[config.mk]
export PLATFORM = sky130hd
export DESIGN_NAME = nlc_sequencer_flat
export DESIGN_NICKNAME = d
export VERILOG_FILES = /design/src/nlc_pkg.sv /design/src/nlc_issue_if.sv /design/src/nlc_sequencer.sv /design/src/flat_wrapper.sv
export SDC_FILE = /design/constraint.sdc
export NUM_CORES = 1
export LEC_CHECK = 0
export BUFFER_PORTS_ARGS = -buffer_cell sky130_fd_sc_hd__buf_2
export CAP_MARGIN = 20
export CELL_PAD_IN_SITES_DETAIL_PLACEMENT = 1
export CELL_PAD_IN_SITES_GLOBAL_PLACEMENT = 2
export CORE_ASPECT_RATIO = 1.75
export CORE_UTILIZATION = 21
export CTS_CLUSTER_SIZE = 20
export DETAILED_ROUTE_END_ITERATION = 16
export PLACE_DENSITY = 0.77
export SLEW_MARGIN = 5
export SYNTH_ARGS = -nofsm -noshare
export SYNTH_HDL_FRONTEND = slang
export SYNTH_SLANG_ARGS = --single-unit
export TNS_END_PERCENT = 30
[constraint.sdc]
create_clock -name clk -period 1.1 [get_ports clk]
set_input_delay 0.22 -clock clk [delete_from_list [all_inputs] [get_ports clk]]
set_output_delay 0.22 -clock clk [all_outputs]
set_load 0.02 [all_outputs]
[src/nlc_pkg.sv]
`default_nettype none

package nlc_pkg;

	localparam int NUM_CH     = 16;
	localparam int CH_W       = 4;
	localparam int DATA_W     = 32;
	localparam int FRAC_BITS  = 16;
	localparam int SAMPLE_W   = 21;
	localparam int POLY_ORDER = 5;
	localparam int ORD_W      = 3;
	localparam int NUM_WORDS  = 8;
	localparam int PIPE_DEPTH = 2;
	localparam int PASS_LEN   = NUM_CH + PIPE_DEPTH;
	localparam int PASS_CNT_W = $clog2(PASS_LEN);

	// Calibration word select, coefficients first
	typedef enum logic [2:0] {
		W_C0, W_C1, W_C2, W_C3, W_C4, W_C5,
		W_NEG_MEAN    = 3'd6,
		W_RECIP_STDEV = 3'd7
	} nlc_word_t;

	typedef enum logic [2:0] {STEP_CENTER, STEP_SCALE, STEP_ADD, STEP_MUL, STEP_OUT} nlc_step_t;

	typedef enum logic [2:0] {ST_IDLE, ST_CENTER, ST_SCALE, ST_ADD, ST_MUL, ST_OUT} nlc_state_t;

	// Q16.16 product, truncated toward minus infinity
	function automatic logic [DATA_W-1:0] mul_q(input logic signed [DATA_W-1:0] a,
		input logic signed [DATA_W-1:0] b);
		logic signed [2*DATA_W-1:0] p;
		p = a * b;
		return DATA_W'(p >>> FRAC_BITS);
	endfunction

	function automatic logic [DATA_W-1:0] sample_to_q(input logic [SAMPLE_W-1:0] s);
		logic [DATA_W-1:0] ext;
		ext = {{(DATA_W-SAMPLE_W){s[SAMPLE_W-1]}}, s};
		return ext << FRAC_BITS;
	endfunction

endpackage

`default_nettype wire

[src/nlc_issue_if.sv]
`timescale 1ns/1ps
`default_nettype none

// One operation per cycle from the sequencer
interface nlc_issue_if;
	import nlc_pkg::*;

	logic valid;
	nlc_step_t step;
	logic [ORD_W-1:0] ord;
	logic [CH_W-1:0] ch; // Also the result read address in ST_OUT

	modport seq (output valid, step, ord, ch);
	modport store (input step, ord, ch);
	modport work (input ch);
	modport pipe (input valid, step, ch);
endinterface

`default_nettype wire

[src/nlc_sequencer.sv]
`timescale 1ns/1ps
`default_nettype none

module nlc_sequencer (
	input  logic clk,
	input  logic rst,
	input  logic start,
	input  logic issuing,
	input  logic pass_end,
	input  logic [nlc_pkg::CH_W-1:0] ch,
	output logic go,
	nlc_issue_if.seq bus,
	output logic busy,
	output logic result_valid,
	output logic done
);
	import nlc_pkg::*;

	nlc_state_t state;
	logic [ORD_W-1:0] ord;
	logic compute;

	always_ff @(posedge clk) begin
		if (rst) begin
			state <= ST_IDLE;
			ord   <= '0;
			done  <= 1'b0;
		end else begin
			done <= 1'b0;
			if (state == ST_IDLE) begin
				if (start) begin
					state <= ST_CENTER;
					ord   <= ORD_W'(POLY_ORDER);
				end
			end else if (pass_end) begin
				case (state)
					ST_CENTER: state <= ST_SCALE;
					ST_SCALE:  state <= ST_ADD;
					ST_ADD: begin
						if (ord == '0) begin
							state <= ST_OUT;
						end else begin
							state <= ST_MUL;
							ord   <= ord - 1'b1; // Horner step down
						end
					end
					ST_MUL: state <= ST_ADD;
					default: begin // Output pass drained
						state <= ST_IDLE;
						done  <= 1'b1;
					end
				endcase
			end
		end
	end

	// Next pass starts right behind the last one
	assign go = (state == ST_IDLE) ? start : (pass_end && state != ST_OUT);

	always_comb begin
		case (state)
			ST_CENTER: bus.step = STEP_CENTER;
			ST_SCALE:  bus.step = STEP_SCALE;
			ST_ADD:    bus.step = STEP_ADD;
			ST_MUL:    bus.step = STEP_MUL;
			default:   bus.step = STEP_OUT;
		endcase
	end

	assign compute      = (state != ST_IDLE) && (state != ST_OUT);
	assign bus.valid    = compute && issuing;
	assign bus.ord      = ord;
	assign bus.ch       = ch;
	assign result_valid = (state == ST_OUT) && issuing;
	assign busy         = (state != ST_IDLE);

	// Timer only runs inside a job
	a_timer_in_job: assert property (@(posedge clk) disable iff (rst)
		(issuing || pass_end) |-> busy);

endmodule

`default_nettype wire

[src/flat_wrapper.sv]
// flat-port wrapper written by rule: the top's interface ports become plain ports
module nlc_sequencer_flat import nlc_pkg::*;
  (clk, rst, start, issuing, pass_end, ch, go, busy, result_valid, done, bus_valid, bus_step, bus_ord, bus_ch);
  nlc_issue_if bus_i ();
  input  logic clk;
  input  logic rst;
  input  logic start;
  input  logic issuing;
  input  logic pass_end;
  input  logic [nlc_pkg::CH_W-1:0] ch;
  output logic go;
  output logic busy;
  output logic result_valid;
  output logic done;
  output wire logic [$bits(bus_i.valid)-1:0] bus_valid;
  output wire logic [$bits(bus_i.step)-1:0] bus_step;
  output wire logic [$bits(bus_i.ord)-1:0] bus_ord;
  output wire logic [$bits(bus_i.ch)-1:0] bus_ch;
  assign bus_valid = bus_i.valid;
  assign bus_step = bus_i.step;
  assign bus_ord = bus_i.ord;
  assign bus_ch = bus_i.ch;
  nlc_sequencer u_core (.clk(clk), .rst(rst), .start(start), .issuing(issuing), .pass_end(pass_end), .ch(ch), .go(go), .bus(bus_i), .busy(busy), .result_valid(result_valid), .done(done));
endmodule
[After elaboration in Yosys (flattened, before gate mapping)]
Cells that the tools add are included.
Operators by class
  equal/unequal tests: 8
  $add $sub $neg: 1
  muxes and demuxes: 13
  reduce and logical (&&, ||, !) cells: 14
  bitwise gates (word level): 1
Operators with widths (number)
  $mux W3: 8
  $pmux W3 S4: 1
  $pmux W3 S3: 1
  $eq A3 B2 Y1 const B: 2
  $eq A3 B3 Y1 const B: 2
  $logic_not A3 Y1: 2
  $logic_and A1 B1 Y1: 4
  $reduce_and A4 Y1: 1
  $reduce_bool A2 Y1: 2
  $reduce_or A4 Y1: 1
  $eq A3 B1 Y1 const B: 1
  $mux W1: 3
  $ne A3 B3 Y1 const B: 1
  $reduce_bool A3 Y1: 1
  $reduce_or A3 Y1: 1
  $sub A3 B1 Y3 const B: 1
  $ne A2 B1 Y1 const B: 1
  $ne A2 B2 Y1 const B: 1
  $reduce_and A2 Y1: 1
  $reduce_or A2 Y1: 1
  $not A1 Y1: 1
Word-level totals
  output and inout bits: 15
  bits in registers: 7
  word-level logic and storage cells: 40

[Depth between registers and ports, before layout]
  word-level depth: 5
  gate-level depth with buffers: 5

[Worst setup path before layout]
Ideal clock, no wire load.
  path kind: reg-to-output
  start point: reg u_core.state[0]
  end point: out bus_step[2]
  arrival: 1178 ps
  buffers on the path: 1
  cell stages (with the launch flop): 4
  setup slack: -298 ps
  required time: 880 ps
  path through: dfxtp_1 > buf_4 > or3_1 > nand2_1
On the way
  cells in the longest elaborated chain, start to end: 2
RTL lines
  start, declared: line nlc_sequencer.sv:19  | nlc_state_t state;
  start signal, assigned: line nlc_sequencer.sv:25  | state <= ST_IDLE;
  start signal, assigned: line nlc_sequencer.sv:32  | state <= ST_CENTER;
  start signal, assigned: line nlc_sequencer.sv:37  | ST_CENTER: state <= ST_SCALE;
  $eq A3 B3 Y1 (tied with other cells): line nlc_sequencer.sv:61  | case (state)
  $pmux W3 S4 (*): line nlc_sequencer.sv:61
  end, declared: line flat_wrapper.sv:16  | output wire logic [$bits(bus_i.step)-1:0] bus_step;
Every way passes the cells marked *; elsewhere a longest branch is shown, timed or not.

[Worst setup path in the final report]
  start point: reg u_core.state[2]
  end point: out bus_valid
On the way
  cells in the longest elaborated chain, start to end: 3
RTL lines
  $ne A3 B3 Y1 / $reduce_bool A3 Y1 (equally long branches): line nlc_sequencer.sv:70  | assign compute = (state != ST_IDLE) && (state != ST_OUT);
  $logic_and A1 B1 Y1 (*): line nlc_sequencer.sv:70
  $logic_and A1 B1 Y1 (*): line nlc_sequencer.sv:71  | assign bus.valid = compute && issuing;
  end, declared: line flat_wrapper.sv:15  | output wire logic [$bits(bus_i.valid)-1:0] bus_valid;
Marked as above.

==> impl_metrics.tcl <==
set metrics [dict create \
    status "finished, violations left" \
    violations "setup timing" \
    cts_tree "yes" \
    num_vias 624 \
    layout_setup_ws_ns -0.2850 \
    yosys.cell_types.count 29 \
    grt_pass1_wl_um 2898 \
    crit_type "reg -> out" \
    critPathLaunchType "flip-flop" \
    slew_headroom 0.7718 \
    finalSetupViolCount 13 \
    yosysSeqAreaShare 0.2648 \
    die-area_um2 2733 \
    die_y_um 68.41 \
    drt_iter0_drc 3 \
    post-route-drc-count 0 \
    dr.pass1.iters 4 \
    routedWlPerCell_um 14.92 \
    max_stage_delay_ns 0.38 \
    fin_tns_setup_ns -2.618 \
    start_util 0.2271 \
    synth_fp_nets 78 \
    grt_use_total 0.1603 \
    most-common-layout-cells "20 x buf_4, 8 x buf_6, 7 x buf_2" \
    routed_wl_um 1850 \
    worstPathRequired_ns 0.88 \
    crit_path_end "bus_valid" \
    hold_violations 0 \
    io_pins 24 \
    n_antenna_cell 0 \
    r2r_slack_ns -0.24 \
    clock_skew_ns 0.004636 \
    num_rows 23 \
    clk_latency_ns 0.23 \
    grt_max_degree 10 \
    r2r-start "u_core.state[1]" \
    fin_hold_ws_ns 0.2669 \
    worst_pin_slew_ns 0.3387 \
    path_max_fanout 9 \
    area_delta_synth_final_pct 80.61 \
    port_buffers 15 \
    synth_area_um2 529.3 \
    via_per_inst 5.032 \
    clk_path_buf_depth 2 \
    crit_start "u_core.state[2]" \
    cp.arrival_ns 1.17 \
    clock-sinks 7 \
    antenna_found_initial 0 \
    min_period_over_period 1.259 \
    final_common_cell "buf_4" \
    rsz0062_at_grt "yes" \
    fillCellCount 291 \
    max_freq_ghz 0.7220 \
    cpMaxStageDelayCell "dfxtp_4" \
    finalNetCount 111 \
    drive_gt1_frac 0.6465 \
    gp_congestion 0.7786 \
    syn_inst 67 \
    synth_largest_area_cell "dfxtp_1" \
    drv_slew 0 \
    core_um2 2331 \
    ctsHoldBuffers 0 \
    ys_warn_count 0 \
    critPathCaptureType "output pin" \
    grt_pass1_vias 655 \
    max_cap_violations 0 \
    postSynthAreaPerCell_um2 7.899 \
    cts_root_buf "clkbuf_8" \
    cts_max_level 1 \
    ys_top_cells_by_area "dfxtp_1 26%, buf_4 8.5%, nor2b_1 5.9%, a21oi_1 4.7%, ha_1 4.7%" \
    worstHoldPathType "in -> reg" \
    r2r-end "u_core.bus.ord[1]" \
    ys_ff_latch 7 \
    vdd_ir_drop_max_mv 0.4281 \
    power.density_nw_per_um2 1291 \
    layout_min_cycle_time_ns 1.385 \
    die_w_um 39.95 \
    clkTransAtPathRegs_ns 0.04 \
    dp_hpwl_um 1327 \
    yosysTopAreaCellShare 0.2648 \
    cts_buffers 3 \
    p_leak_nw 0.4253 \
    final_antenna_net_count 0 \
    grt_overflow_total 0 \
    path_cells "nor2b_1 -> o31a_1 -> buf_6" \
    ff2ff_path_depth 5 \
]
layout make-up:
| type | instances | area [µm²] | area share |
|---|---|---|---|
| multi-input cells | 47 | 416.7 | 0.4359 |
| repair buffers | 35 | 275.3 | 0.2880 |
| flip-flops and latches | 7 | 160.2 | 0.1675 |
| clock buffers | 4 | 45.04 | 0.04712 |
| well taps | 25 | 31.28 | 0.03272 |
| inverters | 6 | 27.53 | 0.02880 |
per-stage QoR:
step | power (mW) | cells | utilization | area, µm² | worst slack [ns]
floorplan | 0.6048 | 67 | - | 605.6 | -0.1122
global placement | 0.7319 | 115 | 0.3280 | 764.5 | -0.1517
CTS | 1.210 | 123 | 0.3865 | 900.9 | -0.3017
finish | 1.234 | 124 | 0.4101 | 955.9 | -0.2850
detailed placement | 0.7520 | 115 | 0.3280 | 764.5 | -0.2788
global route | 1.315 | 124 | 0.4101 | 955.9 | -0.3234
critical path: cells and delay by family, from the launching register on:
family,cells,cell delay [ns]
buffers and inverters,1,0.14
AND/OR/NAND/NOR,1,0.14
AO/OA/AOI/OAI,1,0.29
flip-flops,1,0.38
cell usage after synthesis (all sizes together):
| cell type | n |
|---|---|
| nand2b | 2 |
| nor2 | 3 |
| o31a | 1 |
| nand2 | 6 |
| nor3 | 1 |
| nor2b | 5 |
| a21oi | 6 |
| nor4bb | 1 |
| dfxtp | 7 |
| nor4 | 1 |
| o211a | 1 |
| and3b | 1 |
| a21boi | 1 |
| nor3b | 1 |
| nor4b | 1 |
| nand4b | 1 |
| a211oi | 3 |
| and4b | 1 |
| a2111oi | 1 |
| inv | 6 |
| buf | 7 |
| a31oi | 1 |
| a22oi | 1 |
| ha | 2 |
| or3 | 1 |
| o21ai | 5 |
power breakdown:
| part | switching [mW] | internal, mW |
|---|---|---|
| combinational | 0.266 | 0.287 |
| clock | 0.119 | 0.251 |
| sequential | 0.0350 | 0.277 |
cells by family after synthesis:
kind of cell,share of synthesized area
flops,0.2648
simple gates,0.2931
compound gates,0.2577
buf+inv,0.1371
fa+ha+maj,0.04727
sequential cells by signal, indices dropped and copies added (netlist names):
name / count
u_core.bus.ord: 3
u_core.state: 3
u_core.done: 1
per-layer routing:
| metal | global-route usage | routed length (µm) |
|---|---|---|
| met5 | 0 | 0 |
| met4 | 0.1250 | 52 |
| met2 | 0.3044 | 1097 |
| met3 | 0.02273 | 71 |
| met1 | 0.1316 | 629 |
worst min path at each step:
| stage | startpoint | to | slack (ns) | cells after the start |
|---|---|---|---|---|
| final | rst | u_core.state[2] | 0.27 | 2 |
| after floorplan | rst | u_core.bus.ord[2] | 0.28 | 1 |
| after global placement | ch[1] | bus_ch[1] | 0.44 | 0 |
| after CTS | rst | u_core.state[2] | 0.26 | 2 |
| after global routing | rst | u_core.state[2] | 0.27 | 2 |
| after detailed placement | ch[1] | bus_ch[1] | 0.44 | 0 |
timing repair:
action / in CTS / in global routing
resized for setup: 22 / 13
buffers inserted: 4 / 1
setup endpoints to repair: 14 / 15
pin swaps: 6 / 3
Note: power is estimated with default switching activity, not from simulation.
