==> src/nlc_pkg.sv <==
`default_nettype none

package nlc_pkg;

	localparam int NUM_CH     = 16;
	localparam int CH_W       = 4;
	localparam int DATA_W     = 32;
	localparam int FRAC_BITS  = 16;
	localparam int SAMPLE_W   = 21;
	localparam int POLY_ORDER = 5;
	localparam int ORD_W      = 3;
	localparam int NUM_WORDS  = 8;
	localparam int PIPE_DEPTH = 2;
	localparam int PASS_LEN   = NUM_CH + PIPE_DEPTH;
	localparam int PASS_CNT_W = $clog2(PASS_LEN);

	// Calibration word select, coefficients first
	typedef enum logic [2:0] {
		W_C0, W_C1, W_C2, W_C3, W_C4, W_C5,
		W_NEG_MEAN    = 3'd6,
		W_RECIP_STDEV = 3'd7
	} nlc_word_t;

	typedef enum logic [2:0] {STEP_CENTER, STEP_SCALE, STEP_ADD, STEP_MUL, STEP_OUT} nlc_step_t;

	typedef enum logic [2:0] {ST_IDLE, ST_CENTER, ST_SCALE, ST_ADD, ST_MUL, ST_OUT} nlc_state_t;

	// Q16.16 product, truncated toward minus infinity
	function automatic logic [DATA_W-1:0] mul_q(input logic signed [DATA_W-1:0] a,
		input logic signed [DATA_W-1:0] b);
		logic signed [2*DATA_W-1:0] p;
		p = a * b;
		return DATA_W'(p >>> FRAC_BITS);
	endfunction

	function automatic logic [DATA_W-1:0] sample_to_q(input logic [SAMPLE_W-1:0] s);
		logic [DATA_W-1:0] ext;
		ext = {{(DATA_W-SAMPLE_W){s[SAMPLE_W-1]}}, s};
		return ext << FRAC_BITS;
	endfunction

endpackage

`default_nettype wire

==> src/nlc_issue_if.sv <==
`timescale 1ns/1ps
`default_nettype none

// One operation per cycle from the sequencer
interface nlc_issue_if;
	import nlc_pkg::*;

	logic valid;
	nlc_step_t step;
	logic [ORD_W-1:0] ord;
	logic [CH_W-1:0] ch; // Also the result read address in ST_OUT

	modport seq (output valid, step, ord, ch);
	modport store (input step, ord, ch);
	modport work (input ch);
	modport pipe (input valid, step, ch);
endinterface

`default_nettype wire

==> src/nlc_wb_if.sv <==
`timescale 1ns/1ps
`default_nettype none

interface nlc_wb_if;
	import nlc_pkg::*;

	logic valid;
	nlc_step_t step;
	logic [CH_W-1:0] ch;
	logic [DATA_W-1:0] data;

	modport pipe (output valid, step, ch, data);
	modport work (input valid, step, ch, data);
endinterface

`default_nettype wire

==> src/nlc_mac_pipe.sv <==
`timescale 1ns/1ps
`default_nettype none

module nlc_mac_pipe (
	input  logic clk,
	input  logic rst,
	nlc_issue_if.pipe bus,
	input  logic [nlc_pkg::DATA_W-1:0] acc,
	input  logic [nlc_pkg::DATA_W-1:0] norm,
	input  logic [nlc_pkg::DATA_W-1:0] operand_b,
	nlc_wb_if.pipe wb
);
	import nlc_pkg::*;

	logic s1_valid;
	nlc_step_t s1_step;
	logic [CH_W-1:0] s1_ch;
	logic [DATA_W-1:0] s1_a;
	logic [DATA_W-1:0] s1_b;

	// Stage 1 operand capture
	always_ff @(posedge clk) begin
		if (rst)
			s1_valid <= 1'b0;
		else
			s1_valid <= bus.valid;
		s1_step <= bus.step;
		s1_ch   <= bus.ch;
		s1_a    <= acc;
		s1_b    <= (bus.step == STEP_MUL) ? norm : operand_b;
	end

	// Stage 2 shared adder and multiplier
	always_ff @(posedge clk) begin
		if (rst)
			wb.valid <= 1'b0;
		else
			wb.valid <= s1_valid;
		wb.step <= s1_step;
		wb.ch   <= s1_ch;
		case (s1_step)
			STEP_SCALE, STEP_MUL: wb.data <= mul_q(s1_a, s1_b);
			default:              wb.data <= s1_a + s1_b; // Wraps
		endcase
	end

	// No operand read from a channel whose result is still in flight
	a_no_raw: assert property (@(posedge clk) disable iff (rst)
		bus.valid |-> !(s1_valid && s1_ch == bus.ch)
			&& !(wb.valid && wb.ch == bus.ch));

endmodule

`default_nettype wire

==> src/flat_wrapper.sv <==
// flat-port wrapper written by rule: the top's interface ports become plain ports
module nlc_mac_pipe_flat import nlc_pkg::*;
  (clk, rst, acc, norm, operand_b, bus_valid, bus_step, bus_ch, wb_valid, wb_step, wb_ch, wb_data);
  nlc_issue_if bus_i ();
  nlc_wb_if wb_i ();
  input  logic clk;
  input  logic rst;
  input  logic [nlc_pkg::DATA_W-1:0] acc;
  input  logic [nlc_pkg::DATA_W-1:0] norm;
  input  logic [nlc_pkg::DATA_W-1:0] operand_b;
  input wire logic [$bits(bus_i.valid)-1:0] bus_valid;
  input wire logic [$bits(bus_i.step)-1:0] bus_step;
  input wire logic [$bits(bus_i.ch)-1:0] bus_ch;
  output wire logic [$bits(wb_i.valid)-1:0] wb_valid;
  output wire logic [$bits(wb_i.step)-1:0] wb_step;
  output wire logic [$bits(wb_i.ch)-1:0] wb_ch;
  output wire logic [$bits(wb_i.data)-1:0] wb_data;
  assign bus_i.valid = bus_valid;
  assign bus_i.step = bus_step;
  assign bus_i.ch = bus_ch;
  assign wb_valid = wb_i.valid;
  assign wb_step = wb_i.step;
  assign wb_ch = wb_i.ch;
  assign wb_data = wb_i.data;
  nlc_mac_pipe u_core (.clk(clk), .rst(rst), .bus(bus_i), .acc(acc), .norm(norm), .operand_b(operand_b), .wb(wb_i));
endmodule
==> config.mk <==
export PLATFORM = sky130hd
export DESIGN_NAME = nlc_mac_pipe_flat
export DESIGN_NICKNAME = d
export VERILOG_FILES = /design/src/nlc_pkg.sv /design/src/nlc_issue_if.sv /design/src/nlc_wb_if.sv /design/src/nlc_mac_pipe.sv /design/src/flat_wrapper.sv
export SDC_FILE = /design/constraint.sdc
export NUM_CORES = 2
export LEC_CHECK = 0
export BUFFER_PORTS_ARGS = -buffer_cell sky130_fd_sc_hd__buf_2
export CAP_MARGIN = 20
export CORE_MARGIN = 2
export CORE_UTILIZATION = 42
export CTS_BUF_LIST = sky130_fd_sc_hd__clkbuf_8 sky130_fd_sc_hd__clkbuf_16
export DETAILED_ROUTE_END_ITERATION = 6
export SLEW_MARGIN = 30
export SYNTH_ARGS = -nofsm -noshare
export SYNTH_HDL_FRONTEND = slang
export SYNTH_SLANG_ARGS = --single-unit
==> constraint.sdc <==
create_clock -name clk -period 10.06 [get_ports clk]
set_clock_uncertainty 0.1 [all_clocks]
set_input_delay 0 -clock clk [delete_from_list [all_inputs] [get_ports clk]]
set_output_delay 0 -clock clk [all_outputs]
set_load 0.01 [all_outputs]
== After elaboration in Yosys (flattened, before gate mapping) ==
Cells that the tools add are included.

* Input bits: 106
* Output and inout port bits: 40
* Word-level logic and storage cells: 17
* Register bits after elaboration: 112

* Reduce and logical (&&, ||, !) cells: 1
* Equality and inequality tests: 3
* $mul: 1
* $add $sub $neg: 1
* Muxes and demuxes: 2

{| class="wikitable"
|+ Operators by type and width
! operator !! number
|-
| 32-bit two-way mux || 2
|-
| 32-bit by 32-bit multiplier with 48-bit output || 1
|-
| 32-bit adder || 1
|-
| 3-bit by 2-bit == test with 1-bit output (second input constant) || 2
|-
| 3-bit by 1-bit == test with 1-bit output (second input constant) || 1
|-
| 2-bit OR reduction || 1
|}

== Depth between registers and ports, before layout ==
* Depth in word-level cells: 3
* Gate-level depth with buffers: 27
* Depth with buffers taken out: 26

== Worst setup path after synthesis ==
No wires, ideal clock.

* Path type: register to register
* Start point: register u_core.s1_a[31]
* End point: register u_core.wb.data[31]
* Period minus slack after synthesis: 7216 ps
* Setup time: 74 ps
* Setup slack: 2844 ps
* Required time: 9886 ps
* Path buffers: 3
* Cell stages (with the launch flop): 25
* Data arrival time: 7042 ps
* Path through: dfxtp_1 -> clkbuf_1 -> clkbuf_1 -> and2_1 -> fa_1 -> fa_1 -> fa_1 -> inv_1 -> fa_1 -> inv_1 -> fa_1 -> fa_1 -> fa_1 -> fa_1 -> ha_1 -> clkbuf_1 -> a21o_1 -> a21oi_1 -> o21ai_0 -> a21oi_1 -> nor2_1 -> a2111oi_0 -> a21boi_1 -> or3_1 -> a31oi_1

* Word-level cells in the longest chain between the ends: 2
* Elaborated cells on any way between the ends: 3
* Those cells by class: add/sub (1); mul (1); mux (1)

{| class="wikitable"
|+ RTL lines
! element !! RTL line !! source
|-
| start, declared || nlc_mac_pipe.sv:18 || <nowiki>logic [DATA_W-1:0] s1_a;</nowiki>
|-
| start signal, assigned || nlc_mac_pipe.sv:29 || <nowiki>s1_a <= acc;</nowiki>
|-
| 32-bit by 32-bit multiplier with 48-bit output / 32-bit adder (equally long branches) || nlc_pkg.sv:32, nlc_mac_pipe.sv:43 ||
|-
| 32-bit two-way mux * || nlc_mac_pipe.sv:41 || <nowiki>case (s1_step)</nowiki>
|-
| end signal, assigned || nlc_mac_pipe.sv:42 || <nowiki>STEP_SCALE, STEP_MUL: wb.data <= mul_q(s1_a, s1_b);</nowiki>
|-
| end signal, assigned || nlc_mac_pipe.sv:43 || <nowiki>default: wb.data <= s1_a + s1_b;</nowiki>
|-
| end, declared || nlc_wb_if.sv:12 || <nowiki>modport pipe (output valid, step, ch, data);</nowiki>
|}

Every way passes the cells marked *; elsewhere a longest branch is shown, timed or not.
A chain may end at the register's enable or synchronous reset.

== Worst setup path in the final report ==
* Start point: register u_core.s1_b[8]
* End point: register u_core.wb.data[25]

* Word-level cells in the longest chain between the ends: 2
* Elaborated cells on any way between the ends: 3
* Those cells by class: add/sub (1); mul (1); mux (1)

{| class="wikitable"
|+ RTL lines
! element !! RTL line !! source
|-
| start, declared || nlc_mac_pipe.sv:19 || <nowiki>logic [DATA_W-1:0] s1_b;</nowiki>
|-
| start signal, assigned || nlc_mac_pipe.sv:30 || <nowiki>s1_b <= (bus.step == STEP_MUL) ? norm : operand_b;</nowiki>
|-
| 32-bit by 32-bit multiplier with 48-bit output / 32-bit adder (equally long branches) || nlc_pkg.sv:32, nlc_mac_pipe.sv:43 ||
|-
| 32-bit two-way mux * || nlc_mac_pipe.sv:41 ||
|}

Marked as above.

==> impl_results.md <==
- Residual DRC: 0
- Synth area leader: fa_1
- Finished layout cell area: 36,400 um^2
- Crit path from: u_core.s1_b[8]
- Top cells by area, synth: fa_1 (51%), inv_1 (8.9%), and2_1 (7.8%)
- GPL Wtd Cong: 0.968
- Setup CP Type: reg -> reg
- Total GRT Usage: 0.263
- First-pass GRT wire length: 159,000 um
- CP Capture Type: flip-flop
- Port-buffer cells: 145
- Root Buffer: clkbuf_16
- RSZ-0062 raised after global routing: false
- CP max stage cell: dfxtp_2
- Via Count: 24,100
- Die ar.: 81,100 um^2
- Max Clock Freq: 0.120 GHz
- Cell count after synthesis: 3,525
- Average wire per cell in the routed design: 21.6 um
- Final Util: 0.468
- Vias in the first global route: 26,300
- # setup viols final: 0
- CP arrival: 8.53 ns
- Maximum number of pins on one net before global-route repair: 36
- CTS Sinks: 112
- Post-route ant nets: 0
- Max incr delay on CP: 1.06 ns
- Period utilization: 0.830
- EDFF count, synth: 0
- Post-synthesis sequential area ratio: 0.0677
- Clock latency at the later pin of the worst-skew pair: 0.42 ns
- Hold buffers post-CTS: 105
- Fin. Hold Viols: 0
- Drt first pass iters: 6
- Via density: 5.11
- Top layer in use: met4
- CTS H-Tree Depth: 3
- Post-synth top area share: 0.507
- Fin nets: 4,806
- Final Critical Period: 8.35 ns
- Post_cts resized: 0
- Longest Clk Path Bufs: 2
- Nature of the critical path startpoint: flip-flop
- I/O pins: 146
- Max Slew Vio Count: 0
- End of the critical path: u_core.wb.data[25]
- Die width: 285 um
- Met1 WL: 42,100 um
- Setup TNS: 0 ns
- Placeable Area: 77,700 um^2
- Seq cells post-synth: 112
- Reg-to-reg startpoint: u_core.s1_b[8]
- Rows: 102
- Status: complete, no violations
- Global route overflow: 0
- Die Ht: 285 um
- CP max FO: 32
- Area delta synth->final: 9.81%
- RR Endpoint: u_core.wb.data[25]
- TritonCTS clock tree: yes
- HP Class: in -> reg
- Post-CTS setup buffer count: 0
- Mapped Nets: 4,664
- Starting Density: 0.426
- Total CTS buffers: 9
- Met2 WL: 47,000 um
- CP required: 10.23 ns
- Ys async rst share: 0
- Netlist cell types: 74
- DRT Wirelength: 102,000 um
- Fraction of layout cells with a size suffix above 1: 0.0871
- Synth warnings: 0
- Cell Area, Placed: 35,000 um^2
- Worst R2R Setup Slack: 1.71 ns
- Antenna violations before repair: 7
- R2R depth: 24
- Max cap viols: 0
- Rel. slew slack: 0.264
- Synth Area per Inst: 9.40 um^2
- Drt first-iter violations: 1,632
- Reg clk slew, reported paths: 0.11 ns
- CP cell instances: nand2_1 -> fa_1 -> inv_1 -> fa_1 -> fa_1 -> inv_1 -> fa_1 -> inv_1 -> fa_1 -> inv_1 -> fa_1 -> inv_1 -> fa_1 -> fa_1 -> ha_1 -> a21o_1 -> a21o_1 -> a221oi_1 -> o211ai_1 -> a21oi_1 -> o41a_1 -> o21ai_1 -> xnor2_1 -> o22ai_1
- Actual transition at the worst max-transition pin: 1.10 ns
- Post-synth top flop: dfxtp_1
- Synth Cell Area: 33,100 um^2
- Detailed placer's ending HPWL: 78,500 um
- WL met3: 9610 um
- Crit path top cell by count: fa_1
==> Yosys cell counts, drive strengths merged (4+ instances only) <==
master and instances:
a211oi 7, a21boi 6, a21o 34, a21oi 77, a221oi 4, a31oi 8
and2 412, and3 6, buf 4, clkbuf 178, dfxtp 112, fa 839
ha 194, inv 788, mux2 33, nand2 500, nand2b 12, nand3 13
nand4 16, nor2 45, nor2b 20, nor3 6, o211ai 9, o21a 7
o21ai 46, o21bai 8, o22ai 4, o31ai 5, or3 5, xnor2 65
xor2 26
==> through the flow <==
step | std cells | hold slack, ns | worst slack [ns]
after floorplan | 3525 | -0.0723 | 2.84
after global placement | 4591 | 0.00240 | 1.87
after detailed placement | 4591 | 0.00354 | 1.85
after CTS | 4712 | 0.0855 | 1.80
after global routing | 4712 | 0.115 | 1.42
final | 4715 | 0.112 | 1.71
==> state kept, by name, summed over array words and instances, names as in the netlist <==
name             flops
u_core.wb.ch         4
u_core.wb.step       3
u_core.s1_valid      1
u_core.wb.data      32
u_core.s1_b         32
u_core.s1_step       3
u_core.wb.valid      1
u_core.s1_a         32
u_core.s1_ch         4
==> critical path: cells and delay by family, from the launching register on <==
kind                     cells  cell delay [ns]
AO/OA/AOI/OAI                8             2.07
XOR/XNOR                     1             0.20
adder cells (fa/ha/maj)      9             4.29
buffers and inverters        5             0.27
flip-flops                   1             1.06
AND/OR/NAND/NOR              1             0.19
==> kinds of logic after synthesis <==
family                   count (synthesis)  share of synthesized area
AND/OR/NAND/NOR                       1046                      0.157
adder cells (fa/ha/maj)               1033                      0.580
buffers and inverters                  970                      0.110
AO/OA/AOI/OAI                          238                     0.0494
flip-flops                             112                     0.0677
XOR/XNOR                                91                     0.0241
multiplexers                            35                     0.0118
==> placed cells by master (no fill, tap or decap), drive strengths merged, types with 3 or more instances in the layout <==
| master | count |
|---|---|
| a211oi | 7 |
| a21boi | 6 |
| a21o | 34 |
| a21oi | 77 |
| a221oi | 4 |
| a31oi | 8 |
| and2 | 412 |
| and3 | 6 |
| buf | 208 |
| clkbuf | 10 |
| dfxtp | 112 |
| diode | 3 |
| dlygate4sd3 | 105 |
| fa | 839 |
| ha | 194 |
| inv | 792 |
| mux2 | 33 |
| nand2 | 500 |
| nand2b | 12 |
| nand3 | 13 |
| nand4 | 16 |
| nor2 | 45 |
| nor2b | 20 |
| nor3 | 6 |
| o211ai | 9 |
| o21a | 7 |
| o21ai | 46 |
| o21bai | 8 |
| o22ai | 4 |
| o31ai | 5 |
| or3 | 5 |
| xnor2 | 65 |
| xor2 | 26 |
==> worst min path at each step <==
stage,startpoint,slack (ns),to,depth (start not counted)
6_report,acc[13],0.11,u_core.s1_a[13],2
5_1_grt,acc[12],0.12,u_core.s1_a[12],2
4_1_cts,acc[11],0.09,u_core.s1_a[11],2
3_5_place_dp,acc[22],0.004,u_core.s1_a[22],1
3_3_place_gp,acc[20],0.002,u_core.s1_a[20],1
2_1_floorplan,acc[0],-0.07,u_core.s1_a[0],0
==> layout make-up <==
| cell class | count | area, um^2 |
|---|---|---|
| fillers | 7356 | 41300 |
| multi-input cells | 2443 | 27300 |
| inverters | 788 | 2960 |
| flip-flops and latches | 112 | 2290 |
| repair buffers | 313 | 2260 |
| well taps | 1040 | 1300 |
| clock buffers | 10 | 239 |
| clock inverters | 6 | 70.1 |
| diodes | 3 | 7.51 |
==> per-layer routing <==
metal,global-route usage,vias up
met5,0,-
met4,0.0751,0
met3,0.0670,156
met2,0.424,1024
met1,0.352,12400
li1,-,10600
Power is left out: the tool's default activity adds up to more than one toggle a clock period on the data nets, which glitch-free logic cannot reach.
