`src/nlc_pkg.sv`:
```
`default_nettype none

package nlc_pkg;

	localparam int NUM_CH     = 16;
	localparam int CH_W       = 4;
	localparam int DATA_W     = 32;
	localparam int FRAC_BITS  = 16;
	localparam int SAMPLE_W   = 21;
	localparam int POLY_ORDER = 5;
	localparam int ORD_W      = 3;
	localparam int NUM_WORDS  = 8;
	localparam int PIPE_DEPTH = 2;
	localparam int PASS_LEN   = NUM_CH + PIPE_DEPTH;
	localparam int PASS_CNT_W = $clog2(PASS_LEN);

	// Calibration word select, coefficients first
	typedef enum logic [2:0] {
		W_C0, W_C1, W_C2, W_C3, W_C4, W_C5,
		W_NEG_MEAN    = 3'd6,
		W_RECIP_STDEV = 3'd7
	} nlc_word_t;

	typedef enum logic [2:0] {STEP_CENTER, STEP_SCALE, STEP_ADD, STEP_MUL, STEP_OUT} nlc_step_t;

	typedef enum logic [2:0] {ST_IDLE, ST_CENTER, ST_SCALE, ST_ADD, ST_MUL, ST_OUT} nlc_state_t;

	// Q16.16 product, truncated toward minus infinity
	function automatic logic [DATA_W-1:0] mul_q(input logic signed [DATA_W-1:0] a,
		input logic signed [DATA_W-1:0] b);
		logic signed [2*DATA_W-1:0] p;
		p = a * b;
		return DATA_W'(p >>> FRAC_BITS);
	endfunction

	function automatic logic [DATA_W-1:0] sample_to_q(input logic [SAMPLE_W-1:0] s);
		logic [DATA_W-1:0] ext;
		ext = {{(DATA_W-SAMPLE_W){s[SAMPLE_W-1]}}, s};
		return ext << FRAC_BITS;
	endfunction

endpackage

`default_nettype wire

```
`src/nlc_pass_timer.sv`:
```
`timescale 1ns/1ps
`default_nettype none

module nlc_pass_timer (
	input  logic clk,
	input  logic rst,
	input  logic go,
	output logic [nlc_pkg::CH_W-1:0] ch,
	output logic issuing,
	output logic pass_end
);
	import nlc_pkg::*;

	logic running;
	logic [PASS_CNT_W-1:0] cnt;

	always_ff @(posedge clk) begin
		if (rst) begin
			running <= 1'b0;
			cnt     <= '0;
		end else if (go) begin
			running <= 1'b1;
			cnt     <= '0;
		end else if (pass_end) begin
			running <= 1'b0;
		end else if (running) begin
			cnt <= cnt + 1'b1;
		end
	end

	assign ch       = cnt[CH_W-1:0];
	assign issuing  = running && (cnt < PASS_CNT_W'(NUM_CH));
	assign pass_end = running && (cnt == PASS_CNT_W'(PASS_LEN - 1)); // Drain done

	// A new pass may only start on the last cycle of the old one
	a_go_idle: assert property (@(posedge clk) disable iff (rst)
		go |-> (!running || pass_end));

endmodule

`default_nettype wire

```
`config.mk`:
```
export PLATFORM = sky130hd
export DESIGN_NAME = nlc_pass_timer
export DESIGN_NICKNAME = d
export VERILOG_FILES = /design/src/nlc_pkg.sv /design/src/nlc_pass_timer.sv
export SDC_FILE = /design/constraint.sdc
export NUM_CORES = 1
export LEC_CHECK = 0
export ABC_CLOCK_PERIOD_IN_PS = 4100
export BUFFER_PORTS_ARGS = -buffer_cell sky130_fd_sc_hd__clkbuf_2
export CAP_MARGIN = 20
export CORE_AREA = 10 10 47 49
export CTS_CLUSTER_SIZE = 12
export DETAILED_ROUTE_END_ITERATION = 10
export DIE_AREA = 0 0 57 59
export SYNTH_ARGS = -nofsm -noshare
export SYNTH_HDL_FRONTEND = slang
export SYNTH_SLANG_ARGS = --single-unit
export TNS_END_PERCENT = 50
```
`constraint.sdc`:
```
create_clock -name clk -period 4.1 [get_ports clk]
set_input_delay 0.615 -clock clk [delete_from_list [all_inputs] [get_ports clk]]
set_output_delay 0.615 -clock clk [all_outputs]
set_load 0.05 [all_outputs]
```
# ---- After elaboration in Yosys (flattened, before gate mapping)
# Index checks and enable logic that the tools add are counted.
dict set report word_totals {
  mem_bits_rw 0
  regBits 6
  romBits 0
  latchBits 0
  out_inout_bits 6
  memories 0
}
dict set report op_classes {
  order_cmp 1
  div 0
  n_bitwise 1
  multipliers 0
  muxes 2
  shift 0
  reduce_logical 5
  n_eq_ne 1
  n_addsub 1
}
# cell n
set op_table {}
lappend op_table {{5-bit by 1-bit adder with 5-bit output (second input constant)} 1}
lappend op_table {{5-bit equality test (second input constant)} 1}
lappend op_table {{5-bit < comparator (second input constant)} 1}
lappend op_table {{1-bit logical AND} 2}
lappend op_table {{1-bit two-way mux} 2}
lappend op_table {{2-bit AND reduction} 1}
lappend op_table {{2-bit nonzero test} 1}
lappend op_table {{2-bit OR reduction} 1}
lappend op_table {{1-bit inverter} 1}

# ---- Depth between registers and ports, before layout
# Gate-level depths: netlist of the first run.
dict set report logic_depth {
  word_depth 4
  ltp_mapped 5
  ltp_nobuf 5
}

# ---- Least setup slack after synthesis of the first run
# Ideal clock, no wire load.
dict set report synth_path {
  kind {register to output}
  start {register cnt[0]}
  end {output port pass_end}
  stages_incl_launch_ff 4
  t_arrival_ps 1826
  path_slack_ps 1659
  n_path_buf 0
  t_required_ps 3485
  path_cell_list {dfxtp_1 ha_1 nand3b_4 nor3b_1}
}
dict set report synth_via {
  elab_chain_cells 2
}
# item line
set synth_rtl {}
lappend synth_rtl {{start: declaration} nlc_pass_timer.sv:15} ;# logic [PASS_CNT_W-1:0] cnt;
lappend synth_rtl {{start signal: assignment} nlc_pass_timer.sv:27} ;# cnt <= cnt + 1'b1;
lappend synth_rtl {{5-bit equality test} nlc_pass_timer.sv:33} ;# assign pass_end = running && (cnt == PASS_CNT_W'(PASS_LEN - 1));
lappend synth_rtl {{1-bit logical AND} nlc_pass_timer.sv:33}
lappend synth_rtl {{end: declaration} nlc_pass_timer.sv:10} ;# output logic pass_end
# Every way passes these cells.

# ---- Worst setup path in the final report of the first run
# Ends and elaborated chain as after synthesis.

==> results.txt, run 1 <==
Outcome - finished clean
Yosys reg bits - 6
Post-layout min period - 2.11 ns
P_sw - 35.1 uW
Fmax achieved - 0.474 GHz
Clock share of power - 41.3%
DR top layer - met4
Cell variety after synth - 20
Core area - 0.00140 sq mm
Starting DRT DRC Count - 4
Largest area contributor in the netlist - dfxtp_1
Final Cycle Share - 51.5%
RR Startpoint - cnt[0]
Area contributors post-synth - dfxtp_1 35%, buf_4 8.8%, ha_1 7.4%
Total grt overflow - 0
Detail Route met2 WL - 261 um
Critical Path Start Type - flip-flop
IO Port Bufs - 8
Fillers - 155
Drt wl/cell - 11.4 um
Syn-to-layout area delta - 15.4%
Initial Utilization - 24.3%
Synthesized Nets - 40
Pwr Density - 340 mW/mm^2
Clock Pin Slew Worst Setup and Hold Paths - 0.05 ns
Met1 WL - 259 um
Setup ws final - 1.99 ns
RSZ-0062 raised after global routing - false
Hold depth - 2
Fin area - 393 sq um
Synthesized area - 340 sq um
Setup TNS - 0 ns
Crit path kind - flip-flop to output port
GRT Total Usage - 4.54%
Peak VDD IR - 0.0866 mV
Largest net degree at the start of global routing - 9
CTS Root Cell - clkbuf_4
Final hold violation count - 0
Reg2reg path depth - 4
Die W - 57 um
Vias/cell - 4.52
Post-CTS setup buffers - 0
Post-cts sizing count - 0
Reg2Reg Setup Slack - 2.72 ns
Number of I/O pins - 9
Antenna Nets Post-Route - 0
Placed Area - 370 sq um
Slowest CP cell - dfxtp_1
Max transition margin - 78.8%
Setup violators final - 0
Clk_skew - 0.00669 ns
Hold EP - cnt[1]
Pint - 98.4 uW
Measured slew at the worst slew-check pin - 0.315 ns
Met3 Wirelength - 95 um
Critical path arrival - 1.50 ns
Crit path max fanout - 6
Comb pwr share - 12.0%
Drt drc - 0
Hold slack - 0.534 ns
CTS tree - built
Syn Area/Cell - 9.72 sq um
H-tree Lvls - 1
YS warnings - 0
Seq pwr share - 46.7%
DR vias - 262
Via count of the first global-routing pass - 245
HP Class - flip-flop to flip-flop
Leakage - 0.203 nW
Worst setup EP type - output port
Ant diodes - 0
First-pass GRT wire length - 1.06 mm
Post-Route WL - 661 um
Delay of the slowest critical-path stage - 0.41 ns
Nets - 49
Die height - 59 um
Layout cells sized above 1 - 31.0%
WP buf/inv - 1
Final GP Congestion - 0.746
R2r endpoint - cnt[1]
Clk sinks - 6
MaxCap Viol Count - 0
Clk Latency, worst-skew pair - 0.25 ns
Worst-path cell chain - ha_1 -> nand3b_4 -> nor3b_1 -> clkbuf_2
Pre-antenna DRT Iters - 3
WP data required - 3.48 ns
Initial antenna violation count - 0
CTS Buf Count - 3
Synth top area share - 35.3%
Clock buffer depth - 2
Seq/Total Area, Yosys - 35.3%
Pre-CTS WS - 2.25 ns
Final count of pins violating max slew - 0
Total Die Area - 0.00336 sq mm
CTS Hold Bufs - 0
CP top delay family - flip-flops
Post-DP HPWL - 518 um
Core Rows - 14
Sw frac - 26.3%
Mapped Cells - 35
Hold_sp - cnt[1]
[cells in the final DEF, fill, tap and decap left out, types with 2 or more instances in the layout]
master    instances
clkbuf_2          8
clkbuf_4          3
dfxtp_1           6
ha_1              2
inv_1             2
nand2_1           3
nand4_1           2
nor3_1            2
xor2_1            2
[power by group through the flow]
stage                     sequential, mW  combinational (mW)  clock (mW)
after floorplan                   0.0629              0.0129           0
after global placement            0.0635              0.0163           0
final                             0.0623              0.0161      0.0551
after global routing              0.0626              0.0173      0.0606
after CTS                         0.0623              0.0164      0.0579
after detailed placement          0.0634              0.0163           0
[kinds of logic (layout without fill, tap and decap cells)]
logic type,Yosys count,in the layout,synth area share [%]
AOI/OAI and AO/OA,5,5,12.5
xor gates and xnor gates,2,2,5.15
adders and majority gates,2,2,7.35
buffers and inverters,6,13,11.0
DFF,6,6,35.3
muxes,1,1,2.94
and+or+nand+nor,13,13,25.7
[through the flow]
step	total power, mW	utilization, %	cells
finish	0.133	28.0	58
global route	0.141	28.0	58
global placement	0.0798	26.4	55
detailed placement	0.0797	26.4	55
CTS	0.137	28.0	58
floorplan	0.0758	-	35
[sequential cells by signal, indices dropped and copies added, names as in the netlist]
register  cells
running       1
cnt           5
[cell usage after synthesis, drive strengths merged]
cell type	count
ha	2
nor3	2
nand3b	1
and2b	1
or3	1
nor2	1
a21boi	1
mux2i	1
o211a	1
buf	4
dfxtp	6
nand4	2
a2111oi	1
inv	2
nand2	3
xor2	2
o21ai	1
nor3b	1
a21oi	1
or3b	1
[worst max path at each step]
stage               startpoint        to  slack (ns)  cells past startpoint
floorplan               cnt[0]  pass_end        1.66                      3
global placement        cnt[0]  pass_end        2.26                      4
detailed placement      cnt[0]  pass_end        2.25                      4
CTS                     cnt[0]  pass_end        1.97                      4
global route            cnt[0]  pass_end        1.88                      4
finish                  cnt[0]  pass_end        1.99                      4
[layer usage]
metal | vias to the layer above | track usage (%)
met5 | - | 0
met4 | 0 | 7.05
met3 | 4 | 4.08
met2 | 8 | 5.43
met1 | 115 | 3.57
li1 | 135 | -
[worst reg2reg max path, stage by stage, from the launching register on]
cell       delay, ns
dfxtp_1         0.41
ha_1            0.23
nand3b_4        0.10
o211a_1         0.22
a2111oi_2       0.31
[layout make-up]
type,instances,area (sq um),area share (%)
inverters,2,7.51,1.91
flip-flops and latches,6,120,30.6
well taps,16,20.0,5.10
multi-input cells,23,183,46.5
repair buffers,8,40.0,10.2
clock buffers,3,22.5,5.73
Power figures use the tool's default switching activity.
==> run 2: changes to the inputs <==
--- a/config.mk
+++ b/config.mk
@@ -5,7 +5,8 @@
 export SDC_FILE = /design/constraint.sdc
 export NUM_CORES = 1
 export LEC_CHECK = 0
-export ABC_CLOCK_PERIOD_IN_PS = 4100
+export ABC_AREA = 1
+export ABC_CLOCK_PERIOD_IN_PS = 2100
 export BUFFER_PORTS_ARGS = -buffer_cell sky130_fd_sc_hd__clkbuf_2
 export CAP_MARGIN = 20
 export CORE_AREA = 10 10 47 49
==> constraint.sdc (replaced) <==
create_clock -name clk -period 2.1 [get_ports clk]
set_input_delay 0.315 -clock clk [delete_from_list [all_inputs] [get_ports clk]]
set_output_delay 0.315 -clock clk [all_outputs]
set_load 0.05 [all_outputs]
==> results.txt, run 2 <==
HP Class - input pin to flip-flop
Delay of the slowest critical-path stage - 0.40 ns
Via count of the first global-routing pass - 307
Starting DRT DRC Count - 2
Post-synthesis compound-gate area fraction - 5.63%
Fin area - 403 sq um
Clk sinks - 6
WP buf/inv - 2
Worst setup EP type - output port
CTS Buf Count - 3
Critical path depth in cells - 6
Clock Pin Slew Worst Setup and Hold Paths - 0.04 ns
CTS Hold Bufs - 0
Post-layout util - 28.7%
Mux cell area share after synthesis - 0%
Most used DFF post-synth - dfxtp_1
Met1 usage - 4.65%
Layout cells sized above 1 - 22.0%
Peak VDD IR - 0.305 mV
Reg2reg path depth - 9
Syn-to-layout area delta - 13.4%
Placed Area - 380 sq um
Yosys reg bits - 6
Post-layout min period - 1.73 ns
GRT Total Usage - 5.06%
Clk_skew - 0.00542 ns
Die W - 57 um
Top flop regs - cnt (5), running (1)
First-pass GRT wire length - 1.26 mm
Vias/cell - 4.21
Cell variety after synth - 13
Commonest non-fill, non-tap cell in the layout - nand2_1
Clk Latency, worst-skew pair - 0.25 ns
Mapped Cells - 53
Synth Area in Simple Gates - 31.7%
Most frequent cells in the layout - 11 x nand2_1, 9 x inv_1, 8 x clkbuf_2
Top-count cell post-synth - nand2_1
GRT Max-Usage Layer - met2
Drt drc - 0
Post-Route WL - 718 um
Worst-path cell chain - ha_1 -> nand2_1 -> inv_1 -> nand2_2 -> nor2_1 -> clkbuf_2
CTS tree - built
Hold depth - 2
Synth top area share - 33.8%
Syn Area/Cell - 6.70 sq um
YS warnings - 0
Core area - 0.00140 sq mm
Seq/Total Area, Yosys - 33.8%
Largest area contributor in the netlist - dfxtp_1
Crit path max fanout - 8
Ys async rst share - 0%
Synthesized Nets - 58
Area contributors post-synth - dfxtp_1 34%, nand2_1 12%, inv_1 9.5%
Post-DP HPWL - 581 um
IO Port Bufs - 8
Outcome - finished clean
Pwr Density - 637 mW/mm^2
Ant diodes - 0
Critical Path Start Type - flip-flop
Reg2Reg Setup Slack - 0.95 ns
Largest Register - cnt
Total grt overflow - 0
Antenna Nets Post-Route - 0
Clock buffer depth - 2
Number of I/O pins - 9
Final count of pins violating max slew - 0
Pre-antenna DRT Iters - 4
Max transition margin - 79.6%
Die height - 59 um
Max reg flops - 5
Crit path kind - flip-flop to output port
Measured slew at the worst slew-check pin - 0.305 ns
H-tree Lvls - 1
CTS Root Cell - clkbuf_4
Met2 Usage GRT - 7.44%
Setup TNS - 0 ns
Largest net degree at the start of global routing - 10
Nets - 66
CP top delay family - flip-flops
Final Cycle Share - 82.4%
Post-CTS setup buffers - 0
Leakage - 0.189 nW
Fmax achieved - 0.578 GHz
Initial antenna violation count - 0
DR vias - 316
Initial Utilization - 25.4%
WP data required - 1.78 ns
Post-Synth XOR/XNOR Area - 2.46%
Synthesized area - 355 sq um
M3 GR Usage - 5.15%
RSZ-0062 raised after global routing - false
Slowest CP cell - dfxtp_1
Drt wl/cell - 9.57 um
Critical path arrival - 1.42 ns
Largest family of logic cells by synthesized area - simple AND/OR/NAND/NOR gates
Setup violators final - 0
Core Rows - 14
Final GP Congestion - 0.705
Total Die Area - 0.00336 sq mm
MaxCap Viol Count - 0
Adder-cell share of the synthesized area - 7.04%
Post-cts sizing count - 0
Most frequent cells after synthesis - 11 x nand2_1, 9 x inv_1, 7 x nor2_1
Number of synthesized flops with an enable pin - 0
Final hold violation count - 0
-- run 2: logic make-up after synthesis --
| family | count (synthesis) |
|---|---|
| AO/OA/AOI/OAI | 4 |
| XOR/XNOR | 1 |
| adder cells (fa/ha/maj) | 2 |
| buffers and inverters | 14 |
| flip-flops | 6 |
| AND/OR/NAND/NOR | 26 |
-- run 2: power breakdown --
part           internal [mW]  leakage (nW)  total [mW]  switching [mW]
Sequential             0.117        0.0489       0.123         0.00519
Clock                 0.0646        0.0138       0.106          0.0417
Combinational        0.00807         0.126      0.0278          0.0198
Total                  0.190         0.189       0.257          0.0666
-- run 2: worst paths after layout --
path	end	from
max	pass_end	cnt[0]
min	running	rst
max reg2reg	cnt[3]	cnt[1]
min reg2reg	cnt[1]	cnt[1]
-- run 2: layer usage --
metal / up-vias / wire (um) / share of wire (%)
li1: 174 / - / -
met1: 130 / 305 / 42
met2: 10 / 317 / 44
met3: 2 / 89 / 12
met4: 0 / 5 / 0.70
met5: - / 0 / 0
-- run 2: final cells by class --
| type | instances | area [sq um] |
|---|---|---|
| Multi-Input combinational cell | 33 | 166 |
| Clock buffer | 3 | 22.5 |
| Inverter | 9 | 33.8 |
| Sequential cell | 6 | 120 |
| Timing Repair Buffer | 8 | 40.0 |
| Fill cell | 166 | 998 |
| Tap cell | 16 | 20.0 |
-- run 2: per-stage QoR --
step           total power, mW  hold slack, ns  setup slack (ns)  std cells
2_1_floorplan            0.148           0.384             0.400         53
3_3_place_gp             0.153           0.490             0.644         72
3_5_place_dp             0.153           0.488             0.606         72
4_1_cts                  0.264           0.230             0.341         75
5_1_grt                  0.275           0.244             0.204         75
6_report                 0.257           0.236             0.369         75
